--- src/hw/mem_bus_config.svh ---
// Bus, line and memory sizing for the memory node
`ifndef MEM_BUS_CONFIG_SVH
`define MEM_BUS_CONFIG_SVH

// Bus beat and address widths
`define MEM_BUS_DATA_W 32
`define MEM_BUS_ADDR_W 16

// Bytes per memory line, also bytes per read reply
`define MEM_LINE_BYTES 16

// Memory depth in lines and access time in cycles
`define MEM_LINES   256
`define MEM_LATENCY 4

`endif

--- src/hw/mem_bus_pkg.sv ---
// Shared types: bus beat, destination lines, memory command, controller states

`include "mem_bus_config.svh"

package mem_bus_pkg;

   // Direction of a bus transfer
   typedef enum logic
   {
      BUS_RD = 1'b0,
      BUS_WR = 1'b1
   } bus_rw_e;

   // One-hot unit select
   typedef struct packed
   {
      logic ic;
      logic dc;
      logic dma;
   } dest_t;

   // One bus cycle
   typedef struct packed
   {
      logic                         strobe;
      bus_rw_e                      rw;
      logic [`MEM_BUS_ADDR_W-1:0]   a;
      logic [11:0]                  size;
      dest_t                        src;
      logic [`MEM_BUS_DATA_W-1:0]   d;
   } bus_beat_t;

   // Line-wide memory bank command
   typedef struct packed
   {
      logic                           en;
      logic                           wr;
      logic [$clog2(`MEM_LINES)-1:0]  line;
      logic [`MEM_LINE_BYTES*8-1:0]   wdata;
      logic [`MEM_LINE_BYTES-1:0]     wmask;
   } mem_cmd_t;

   typedef enum logic [2:0]
   {
      ST_IDLE = 3'd0,
      ST_SLV  = 3'd1,
      ST_MEM  = 3'd2,
      ST_BR   = 3'd3,
      ST_MSTR = 3'd4
   } ctrl_state_e;

endpackage

--- src/hw/mem_byte_shifter.sv ---
// Byte shifter for line data and its byte mask
`timescale 1ns/1ps
`include "mem_bus_config.svh"

module mem_byte_shifter
(
   input  logic [`MEM_LINE_BYTES*8-1:0] din,
   input  logic [`MEM_LINE_BYTES-1:0]   mask_in,
   input  logic [3:0]                   amount,
   output logic [`MEM_LINE_BYTES*8-1:0] dout,
   output logic [`MEM_LINE_BYTES-1:0]   mask_out
);

   logic [`MEM_LINE_BYTES*8-1:0] d_shift [16];
   logic [`MEM_LINE_BYTES-1:0]   m_shift [16];
   logic [`MEM_LINE_BYTES*8-1:0] d_grp [4];
   logic [`MEM_LINE_BYTES-1:0]   m_grp [4];

   always_comb
   begin
      // All sixteen byte shifts, zero filled
      for (int i = 0; i < 16; i++)
      begin
         d_shift[i] = din << (8 * i);
         m_shift[i] = mask_in << i;
      end
      // First level picks within each group of four by amount[1:0]
      for (int g = 0; g < 4; g++)
      begin
         d_grp[g] = d_shift[4 * g + int'(amount[1:0])];
         m_grp[g] = m_shift[4 * g + int'(amount[1:0])];
      end
      // Second level picks the group
      dout     = d_grp[amount[3:2]];
      mask_out = m_grp[amount[3:2]];
   end

endmodule

--- src/hw/mem_ctrl_fsm.sv ---
// Controller FSM with beat counter and shifting memory access timer
`timescale 1ns/1ps
`include "mem_bus_config.svh"

module mem_ctrl_fsm
(
   input  logic                      bus_clk,
   input  logic                      arst_n,
   input  logic                      req_strobe,
   input  mem_bus_pkg::bus_rw_e      req_rw,
   input  logic                      bg,
   input  logic                      ack_in,
   output mem_bus_pkg::ctrl_state_e  state,
   output logic [1:0]                beat_idx,
   output logic                      mem_issue,
   output logic                      capture,
   output logic                      br,
   output logic                      ack_out,
   output logic                      send
);

   import mem_bus_pkg::*;

   ctrl_state_e             state_q;
   ctrl_state_e             state_d;
   logic [`MEM_LATENCY-1:0] timer_q;
   logic [1:0]              beat_q;
   logic                    sent_all_q;
   logic                    ack_q;
   logic                    wr_accept;
   logic                    timer_done;
   logic                    last_beat;

   assign wr_accept  = req_strobe && (req_rw == BUS_WR) &&
                       (state_q == ST_IDLE || state_q == ST_SLV);
   assign timer_done = timer_q[`MEM_LATENCY-1];
   assign last_beat  = (beat_q == 2'd3);

   always_comb
   begin
      state_d = state_q;
      case (state_q)
         ST_IDLE : if (req_strobe) state_d = (req_rw == BUS_WR) ? ST_SLV : ST_MEM;
         ST_SLV  : if (wr_accept && last_beat) state_d = ST_MEM;
         ST_MEM  : if (timer_done) state_d = (req_rw == BUS_WR) ? ST_IDLE : ST_BR;
         ST_BR   : if (bg) state_d = ST_MSTR;
         ST_MSTR : if (sent_all_q && ack_in) state_d = ST_IDLE;
         default : state_d = ST_IDLE;
      endcase
   end

   ////////////////////////////////////////////////////////////////////////////
   // State, beat counter, timer
   ////////////////////////////////////////////////////////////////////////////
   always_ff @(posedge bus_clk or negedge arst_n)
   begin
      if (!arst_n)
      begin
         state_q    <= ST_IDLE;
         beat_q     <= 2'd0;
         timer_q    <= `MEM_LATENCY'(1);
         sent_all_q <= 1'b0;
         ack_q      <= 1'b0;
      end
      else
      begin
         state_q <= state_d;
         if (wr_accept || send)
            beat_q <= beat_q + 2'd1;
         // One bit walks up per cycle spent in ST_MEM
         timer_q    <= (state_q == ST_MEM) ? {timer_q[`MEM_LATENCY-2:0], 1'b0}
                                           : `MEM_LATENCY'(1);
         sent_all_q <= (state_q == ST_MSTR) && (sent_all_q || (send && last_beat));
         ack_q      <= (state_q == ST_MEM) && timer_done && (req_rw == BUS_WR);
      end
   end

   assign state     = state_q;
   assign beat_idx  = beat_q;
   assign mem_issue = (state_q == ST_MEM) && timer_q[0];
   assign capture   = (state_q == ST_MEM) && timer_done && (req_rw == BUS_RD);
   assign br        = (state_q == ST_BR);
   assign ack_out   = ack_q;
   assign send      = (state_q == ST_MSTR) && !sent_all_q;

endmodule

--- src/hw/mem_line_buffers.sv ---
// Write gather buffer, read line buffer and outgoing beat select
`timescale 1ns/1ps
`include "mem_bus_config.svh"

module mem_line_buffers
(
   input  logic                          bus_clk,
   input  logic                          arst_n,
   input  logic                          wr_beat,
   input  logic [1:0]                    beat_idx,
   input  logic [`MEM_BUS_DATA_W-1:0]    beat_data,
   input  logic                          capture,
   input  logic [`MEM_LINE_BYTES*8-1:0]  mem_rdata,
   output logic [`MEM_LINE_BYTES*8-1:0]  wr_line,
   output logic [`MEM_BUS_DATA_W-1:0]    rd_beat
);

   logic [`MEM_LINE_BYTES*8-1:0] wr_buf_q;
   logic [`MEM_LINE_BYTES*8-1:0] rd_buf_q;

   // Beat k fills bytes 4k+3 down to 4k
   always_ff @(posedge bus_clk or negedge arst_n)
   begin
      if (!arst_n)
      begin
         wr_buf_q <= '0;
      end
      else if (wr_beat)
      begin
         wr_buf_q[beat_idx*`MEM_BUS_DATA_W +: `MEM_BUS_DATA_W] <= beat_data;
      end
   end

   // Line from the memory bank, held for the reply beats
   always_ff @(posedge bus_clk or negedge arst_n)
   begin
      if (!arst_n)
      begin
         rd_buf_q <= '0;
      end
      else if (capture)
      begin
         rd_buf_q <= mem_rdata;
      end
   end

   assign wr_line = wr_buf_q;

   // Outgoing beat mux
   always_comb
   begin
      case (beat_idx)
         2'd0    : rd_beat = rd_buf_q[0*`MEM_BUS_DATA_W +: `MEM_BUS_DATA_W];
         2'd1    : rd_beat = rd_buf_q[1*`MEM_BUS_DATA_W +: `MEM_BUS_DATA_W];
         2'd2    : rd_beat = rd_buf_q[2*`MEM_BUS_DATA_W +: `MEM_BUS_DATA_W];
         default : rd_beat = rd_buf_q[3*`MEM_BUS_DATA_W +: `MEM_BUS_DATA_W];
      endcase
   end

endmodule

--- src/hw/mem_bus_controller.sv ---
// Memory bus controller: request registers, command build, reply beats
`timescale 1ns/1ps
`include "mem_bus_config.svh"

module mem_bus_controller
(
   input  logic                          bus_clk,
   input  logic                          arst_n,
   input  mem_bus_pkg::bus_beat_t        bus_in,
   input  logic                          mem_sel,
   input  logic                          bg,
   input  logic                          ack_in,
   output mem_bus_pkg::bus_beat_t        bus_out,
   output logic                          bus_drive,
   output logic                          br,
   output logic                          ack_out,
   output mem_bus_pkg::dest_t            dest_out,
   output mem_bus_pkg::mem_cmd_t         mem_cmd,
   input  logic [`MEM_LINE_BYTES*8-1:0]  mem_rdata
);

   import mem_bus_pkg::*;

   localparam int LINE_W = `MEM_LINE_BYTES * 8;

   ctrl_state_e                 state;
   bus_rw_e                     rw_q;
   bus_rw_e                     req_rw;
   dest_t                       src_q;
   logic [`MEM_BUS_ADDR_W-1:0]  a_q;
   logic [11:0]                 size_q;
   logic                        req_strobe;
   logic                        wr_beat;
   logic                        first_beat;
   logic [1:0]                  beat_idx;
   logic                        mem_issue;
   logic                        capture;
   logic                        send;
   logic [LINE_W-1:0]           wr_line;
   logic [LINE_W-1:0]           wr_shifted;
   logic [`MEM_BUS_DATA_W-1:0]  rd_beat;
   logic [`MEM_LINE_BYTES-1:0]  size_mask;
   logic [`MEM_LINE_BYTES-1:0]  wmask;

   assign req_strobe = bus_in.strobe && mem_sel;
   // Live direction while idle, recorded one for the rest of the transfer
   assign req_rw     = (state == ST_IDLE) ? bus_in.rw : rw_q;
   assign first_beat = (state == ST_IDLE) && req_strobe;
   assign wr_beat    = req_strobe && (req_rw == BUS_WR) &&
                       (state == ST_IDLE || state == ST_SLV);

   always_ff @(posedge bus_clk or negedge arst_n)
   begin
      if (!arst_n)
      begin
         rw_q  <= BUS_RD;
         src_q <= '0;
      end
      else if (first_beat)
      begin
         rw_q  <= bus_in.rw;
         src_q <= bus_in.src;
      end
   end

   always_ff @(posedge bus_clk)
   begin
      if (first_beat)
      begin
         a_q    <= bus_in.a;
         size_q <= bus_in.size;
      end
   end

   mem_ctrl_fsm i_fsm (
      .bus_clk, .arst_n, .req_strobe, .req_rw, .bg, .ack_in, .state,
      .beat_idx, .mem_issue, .capture, .br, .ack_out, .send
   );

   mem_line_buffers i_buffers (
      .bus_clk, .arst_n, .wr_beat, .beat_idx, .beat_data(bus_in.d),
      .capture, .mem_rdata, .wr_line, .rd_beat
   );

   // Low size bytes of the gathered line
   assign size_mask = (size_q >= 12'(`MEM_LINE_BYTES)) ? '1 : ~('1 << size_q[4:0]);

   mem_byte_shifter i_shifter (
      .din(wr_line), .mask_in(size_mask), .amount(a_q[3:0]),
      .dout(wr_shifted), .mask_out(wmask)
   );

   always_comb
   begin
      mem_cmd.en    = mem_issue;
      mem_cmd.wr    = mem_issue && (rw_q == BUS_WR);
      mem_cmd.line  = a_q[4 +: $clog2(`MEM_LINES)];
      mem_cmd.wdata = wr_shifted;
      mem_cmd.wmask = wmask;
   end

   // Reply beats, always a full line
   always_comb
   begin
      bus_out = '0;
      if (send)
      begin
         bus_out.strobe = 1'b1;
         bus_out.rw     = BUS_WR;
         bus_out.a      = {a_q[`MEM_BUS_ADDR_W-1:4], 4'h0};
         bus_out.size   = 12'(`MEM_LINE_BYTES);
         bus_out.d      = rd_beat;
      end
   end

   assign bus_drive = send;
   assign dest_out  = send ? src_q : '0;

endmodule

--- config.mk ---
export PLATFORM = sky130hd
export DESIGN_NAME = mem_bus_controller
export DESIGN_NICKNAME = d
export VERILOG_FILES = /design/src/hw/mem_bus_pkg.sv /design/src/hw/mem_byte_shifter.sv /design/src/hw/mem_ctrl_fsm.sv /design/src/hw/mem_line_buffers.sv /design/src/hw/mem_bus_controller.sv
export VERILOG_INCLUDE_DIRS = /design/src /design/src/hw
export SDC_FILE = /design/constraint.sdc
export NUM_CORES = 1
export LEC_CHECK = 0
export ABC_AREA = 0
export BUFFER_PORTS_ARGS = -buffer_cell sky130_fd_sc_hd__buf_2
export CORE_ASPECT_RATIO = 0.75
export CORE_MARGIN = 2
export CORE_UTILIZATION = 28
export CTS_CLUSTER_DIAMETER = 80
export CTS_CLUSTER_SIZE = 28
export DETAILED_ROUTE_END_ITERATION = 12
export GPL_ROUTABILITY_DRIVEN = 0
export SYNTH_ARGS = -nofsm -noshare
export SYNTH_HDL_FRONTEND = slang
export SYNTH_HIERARCHICAL = 1
export SYNTH_SLANG_ARGS = --single-unit
--- constraint.sdc ---
create_clock -name bus_clk -period 7.5 [get_ports bus_clk]
set_clock_uncertainty 0.15 [all_clocks]
set_input_delay 0.375 -clock bus_clk [delete_from_list [all_inputs] [get_ports bus_clk]]
set_output_delay 0.375 -clock bus_clk [all_outputs]
set_load 0.01 [all_outputs]
== Word-level counts from Yosys, hierarchy flattened ==
Cells that the tools add are included.
Operators by class
  muxes and demuxes: 46
  add/subtract/negate cells: 5
  reduce and logical (&&, ||, !) cells: 21
  bitwise logic cells: 7
  equal/unequal tests: 12
  shifts and indexed selects: 3
  order comparisons: 6
Operators by type and width (count)
  128-bit binary-select mux with 4-bit select: 4
  128-bit two-way mux: 10
  128-bit binary-select mux with 2-bit select: 1
  16-bit binary-select mux with 4-bit select: 4
  16-bit two-way mux: 11
  128-bit bitwise mux: 1
  32-bit by 5-bit greater-or-equal comparator with 1-bit output, second input constant: 4
  32-bit by 34-bit variable shift with 128-bit output, first input constant: 1
  32-bit by 34-bit variable part select with 128-bit output: 1
  32-bit case mux with 3 select lines: 1
  32-bit NOT: 2
  7-bit negator with 34-bit output: 1
  16-bit binary-select mux with 2-bit select: 1
  32-bit two-way mux: 1
  2-bit NOT with 32-bit output: 1
  5-bit NOT with 32-bit output: 1
  30-bit two-way mux: 1
  3-bit two-way mux: 6
  16-bit NOT: 1
  16-bit by 5-bit << shifter with 16-bit output, first input constant: 1
  3-bit case mux with 5 select lines: 1
  1-bit logical AND: 14
  12-bit by 5-bit greater-or-equal comparator with 1-bit output, second input constant: 1
  4-bit by 2-bit adder with 5-bit output, first input constant: 2
  other kinds (20): 28
Word-level totals
  register bits: 299
  output and inout bits: 225
  input port bits: 198

== Longest topological paths before layout ==
  depth in word-level cells: 9
  gate-level depth with buffers: 9

== Hierarchy ==
The synthesis kept the hierarchy.
Modules (own cells, without submodules)
  mem_line_buffers: times used 1, cells each 810, area each 10973.0 um^2
  mem_byte_shifter: times used 1, cells each 766, area each 6188.4 um^2
  mem_bus_controller: times used 1, cells each 158, area each 1751.7 um^2
  mem_ctrl_fsm: times used 1, cells each 49, area each 590.6 um^2

== Least setup slack after synthesis ==
No wires, ideal clock.
  path kind: register -> output
  from: register size_q[7]
  to: output port mem_cmd[15] (netlist bit)
  stages on the path, launching flop included: 9
  path slack: 4.467 ns
  arrival: 2.508 ns
  cell sequence: edfxtp_1 > or4_4 > or3_1 > buf_2 > or3_1 > mux2_2 > mux2i_1 > a221o_1 > mux2i_1
RTL lines
  from (decl): line mem_bus_controller.sv:31  | logic [11:0] size_q;
  from (signal assigned): line mem_bus_controller.sv:71  | size_q <= bus_in.size;
  to (decl): line mem_bus_controller.sv:18  | output mem_bus_pkg::mem_cmd_t mem_cmd,

==> results.txt <==
Status = finished clean
Worst Path Class, Setup = flop to output pin
Final wirelength = 72200 µm
Crit path DAT = 3.64 ns
Die ar. = 0.0718 mm²
Simple-gate area share of the yosys netlist = 11.1%
CP max stage delay = 0.96 ns
Vias in the first global route = 17900
Worst-Skew Late Latency = 0.55 ns
CTS tree = built
Area share of the largest cell type after synthesis = 34.6%
I/O Buffers = 404
Mapped Cells = 1783
Max Freq = 0.240 GHz
CP max-delay cell = nor2_1
Data required time of the worst path = 6.97 ns
Max rail drop VDD = 0.000253 V
Crit path max-delay family = buffers and inverters
H-tree levels = 1
Final Hold Viols = 0
Syn Std Cell Area = 0.0195 mm²
Max Cap Viol = 0
DR pass1 iterations = 7
Dpl hpwl = 48300 µm
DRT iter0 DRCs = 2337
RR Startpoint = i_fsm/state[1]$_DFFE_PN0P_
FFs w/ async S/R, synth = 90.6%
I/O Pins = 423
Final WS setup = 3.34 ns
Mux contribution to synthesized area = 24.3%
Max-slew headroom = 20.5%
Register area share after synthesis = 39.1%
Yosys reg bits = 299
PD cells = 285 mW/mm²
Overall die height = 233 µm
NetSw = 0.00283 W
Final setup fails = 0
Post-synthesis area per instance = 10.9 µm²
WL per Instance = 22.7 µm
Hold Crit Start = bus_in[13]
CTS Buf Count = 19
Tmin final = 4.16 ns
Place WS = 4.00 ns
Startpoint types = flop
Initial antenna violation count = 11
Sw frac = 40.7%
Via density = 5.57
Worst Tran Pin Value = 1.19 ns
Most frequent cell after synthesis = dfrtp_1
Adder-cell area share of the yosys netlist = 0.449%
Largest net degree at the start of global routing = 170
CP Launch Point = a_q[1]$_DFFE_PP_
Synth Area in Compound Gates = 17.7%
Buffers and inverters on the worst path = 4
Hold WC Path Type = primary input to flop
Most frequent CP cell = buf_4
Largest family of logic cells by synthesized area = multiplexers
Die span in x = 309 µm
Area contributors post-synth = dfrtp_1 35%, mux2i_1 11%, mux2_2 7.3%
Count of cell types in the netlist = 78
Synth area leader = dfrtp_1
Core area = 0.0686 mm²
Root Buffer = clkbuf_16
Layout cell share with drive strength beyond 1 = 31.7%
CTS Buffer Depth = 3
DR vias = 17700
Nets = 2437
XOR/XNOR Fraction of Synth Area = 0.0898%
Number of enable flip-flop cells after synthesis = 28
RSZ-0062 raised after global routing = false
Setup TNS = 0 ns
CTS sink count = 299
Top FF cell, synth = dfrtp_1
Area Growth Syn to Fin = 25.1%
Critical Path Fanout Max = 60
Final antenna-violating net count = 0
Final Max Slew Viols = 0
Internal Pwr Total = 0.00412 W
Overflow after GRT = 0
Starting Density = 28.4%
Sequential power share = 39.5%
Pleak = 10.5 nW
Final Non-Filler Cells = 3180
Placed insts = 2958
Clock network power share = 17.6%
# rows = 83
Critical path cell sequence = buf_4, inv_1, buf_4, nor2_1, a32oi_1, o221ai_1, buf_2
Combinational share of power = 42.9%
Period utilisation layout = 55.5%
Yosys warns = 6
First-pass GRT wire length = 109000 µm
Drc violations = 0
Clock transition at path regs = 0.10 ns
Tot GR Track Use = 19.3%
Crit. End Element = output pin
Commonest cells post-synth = 270 x dfrtp_1, 207 x mux2i_1, 126 x mux2_2, 122 x nand2_1, 87 x nor2_1
through the flow:
stage / area (µm²) / hold WS, ns / util, % / power, W
after global placement: 21800 / 0.291 / 31.8 / 0.00551
after detailed placement: 21800 / 0.288 / 31.8 / 0.00562
after floorplan: 19600 / -0.0706 / - / 0.00468
after CTS: 24400 / 0.00852 / 35.6 / 0.00694
final: 24400 / 0.0426 / 35.6 / 0.00696
after global routing: 24400 / 0.0200 / 35.6 / 0.00736
registers in the layout, indices dropped and copies added, names as in the netlist:
register and flops:
i_fsm/ack_out 1, i_fsm/state 3, i_fsm/timer_q 4, i_buffers/rd_buf_q 128, a_q 16, size_q 12
i_fsm/sent_all_q 1, rw_q 1, i_buffers/wr_line 128, i_fsm/beat_idx 2, src_q 3
timing repair:
action | in CTS | in global routing
setup buffers | 0 | 0
hold buffers | 188 | 0
resized for setup | 0 | 0
setup endpoints to repair | 0 | 0
endpoints found under the hold margin | 382 | 0
kinds of logic after synthesis:
logic type	count (synthesis)
AOI/OAI and AO/OA	414
xor gates and xnor gates	2
adders and majority gates	7
buffers and inverters	255
DFF	299
muxes	390
other	1
and+or+nand+nor	415
power groups by stage:
| stage | sequential (W) | clock (W) | combinational, W |
|---|---|---|---|
| global placement | 0.00272 | 0 | 0.00279 |
| detailed placement | 0.00275 | 0 | 0.00287 |
| finish | 0.00275 | 0.00122 | 0.00299 |
| global route | 0.00281 | 0.00132 | 0.00322 |
| floorplan | 0.00253 | 0 | 0.00215 |
| CTS | 0.00272 | 0.00127 | 0.00296 |
routing by layer:
metal / global-route usage, % / up-vias / wire, µm
li1: - / 7582 / -
met1: 25.4 / 8963 / 29100
met2: 31.3 / 962 / 34200
met3: 4.01 / 197 / 6250
met4: 7.15 / 14 / 2570
met5: 0 / - / 93
layout by cell type, fill, tap and decap left out, types with 8 or more instances in the layout:
| master | instances |
|---|---|
| buf_2 | 403 |
| dfrtp_1 | 270 |
| mux2i_1 | 207 |
| dlygate4sd3_1 | 188 |
| mux2_2 | 126 |
| nand2_1 | 121 |
| nor2_1 | 86 |
| o21ai_0 | 79 |
| and2_1 | 71 |
| a32o_1 | 65 |
| mux4_2 | 54 |
| inv_1 | 41 |
| o2bb2ai_1 | 41 |
| nand3_1 | 39 |
| a222oi_1 | 32 |
| nand4b_1 | 30 |
| a21oi_1 | 30 |
| edfxtp_1 | 28 |
| o2bb2ai_2 | 28 |
| buf_4 | 27 |
| a22oi_1 | 25 |
| clkbuf_16 | 21 |
| nor2b_1 | 20 |
| conb_1 | 18 |
| o22ai_1 | 18 |
| a211oi_1 | 12 |
| nand2b_1 | 12 |
| a211o_1 | 11 |
| a31oi_1 | 10 |
| a221oi_1 | 10 |
| a32oi_1 | 8 |
| o221ai_1 | 8 |
| a221o_1 | 8 |
| o22a_1 | 8 |
final timing paths:
path / endpoint / slack (ns) / cells after the start
max reg2reg: i_buffers/wr_line[41]$_DFFE_PN0P_ / 3.99 / 7
min: i_buffers/wr_line[77]$_DFFE_PN0P_ / 0.04 / 3
max in group asynchronous: i_buffers/wr_line[15]$_DFFE_PN0P_ / 5.20 / 3
min reg2reg: i_fsm/timer_q[2]$_DFF_PN0_ / 0.30 / 1
max: mem_cmd[123] / 3.34 / 7
min in group asynchronous: i_buffers/wr_line[36]$_DFFE_PN0P_ / 0.39 / 2
area by class of cell:
type                            instances  area, µm²
Sequential cell                       299       7620
Clock buffer                           22        539
Tap cell                              935       1170
Antenna cell                            1       2.50
Fill cell                            6812      44200
Multi-Input combinational cell       1246      10600
Inverter                               45        171
Timing Repair Buffer                  621       4160
Clock inverter                         11        164
worst reg2reg max path, cell delays in order, from the launching register on:
cell and delay (ns):
dfrtp_1 0.55, nor3_1 0.32, mux2_2 0.31, nor4b_2 0.22, buf_4 0.66, and3b_2 0.34
buf_4 0.59, a32o_1 0.34
Power figures use the tool's default switching activity.
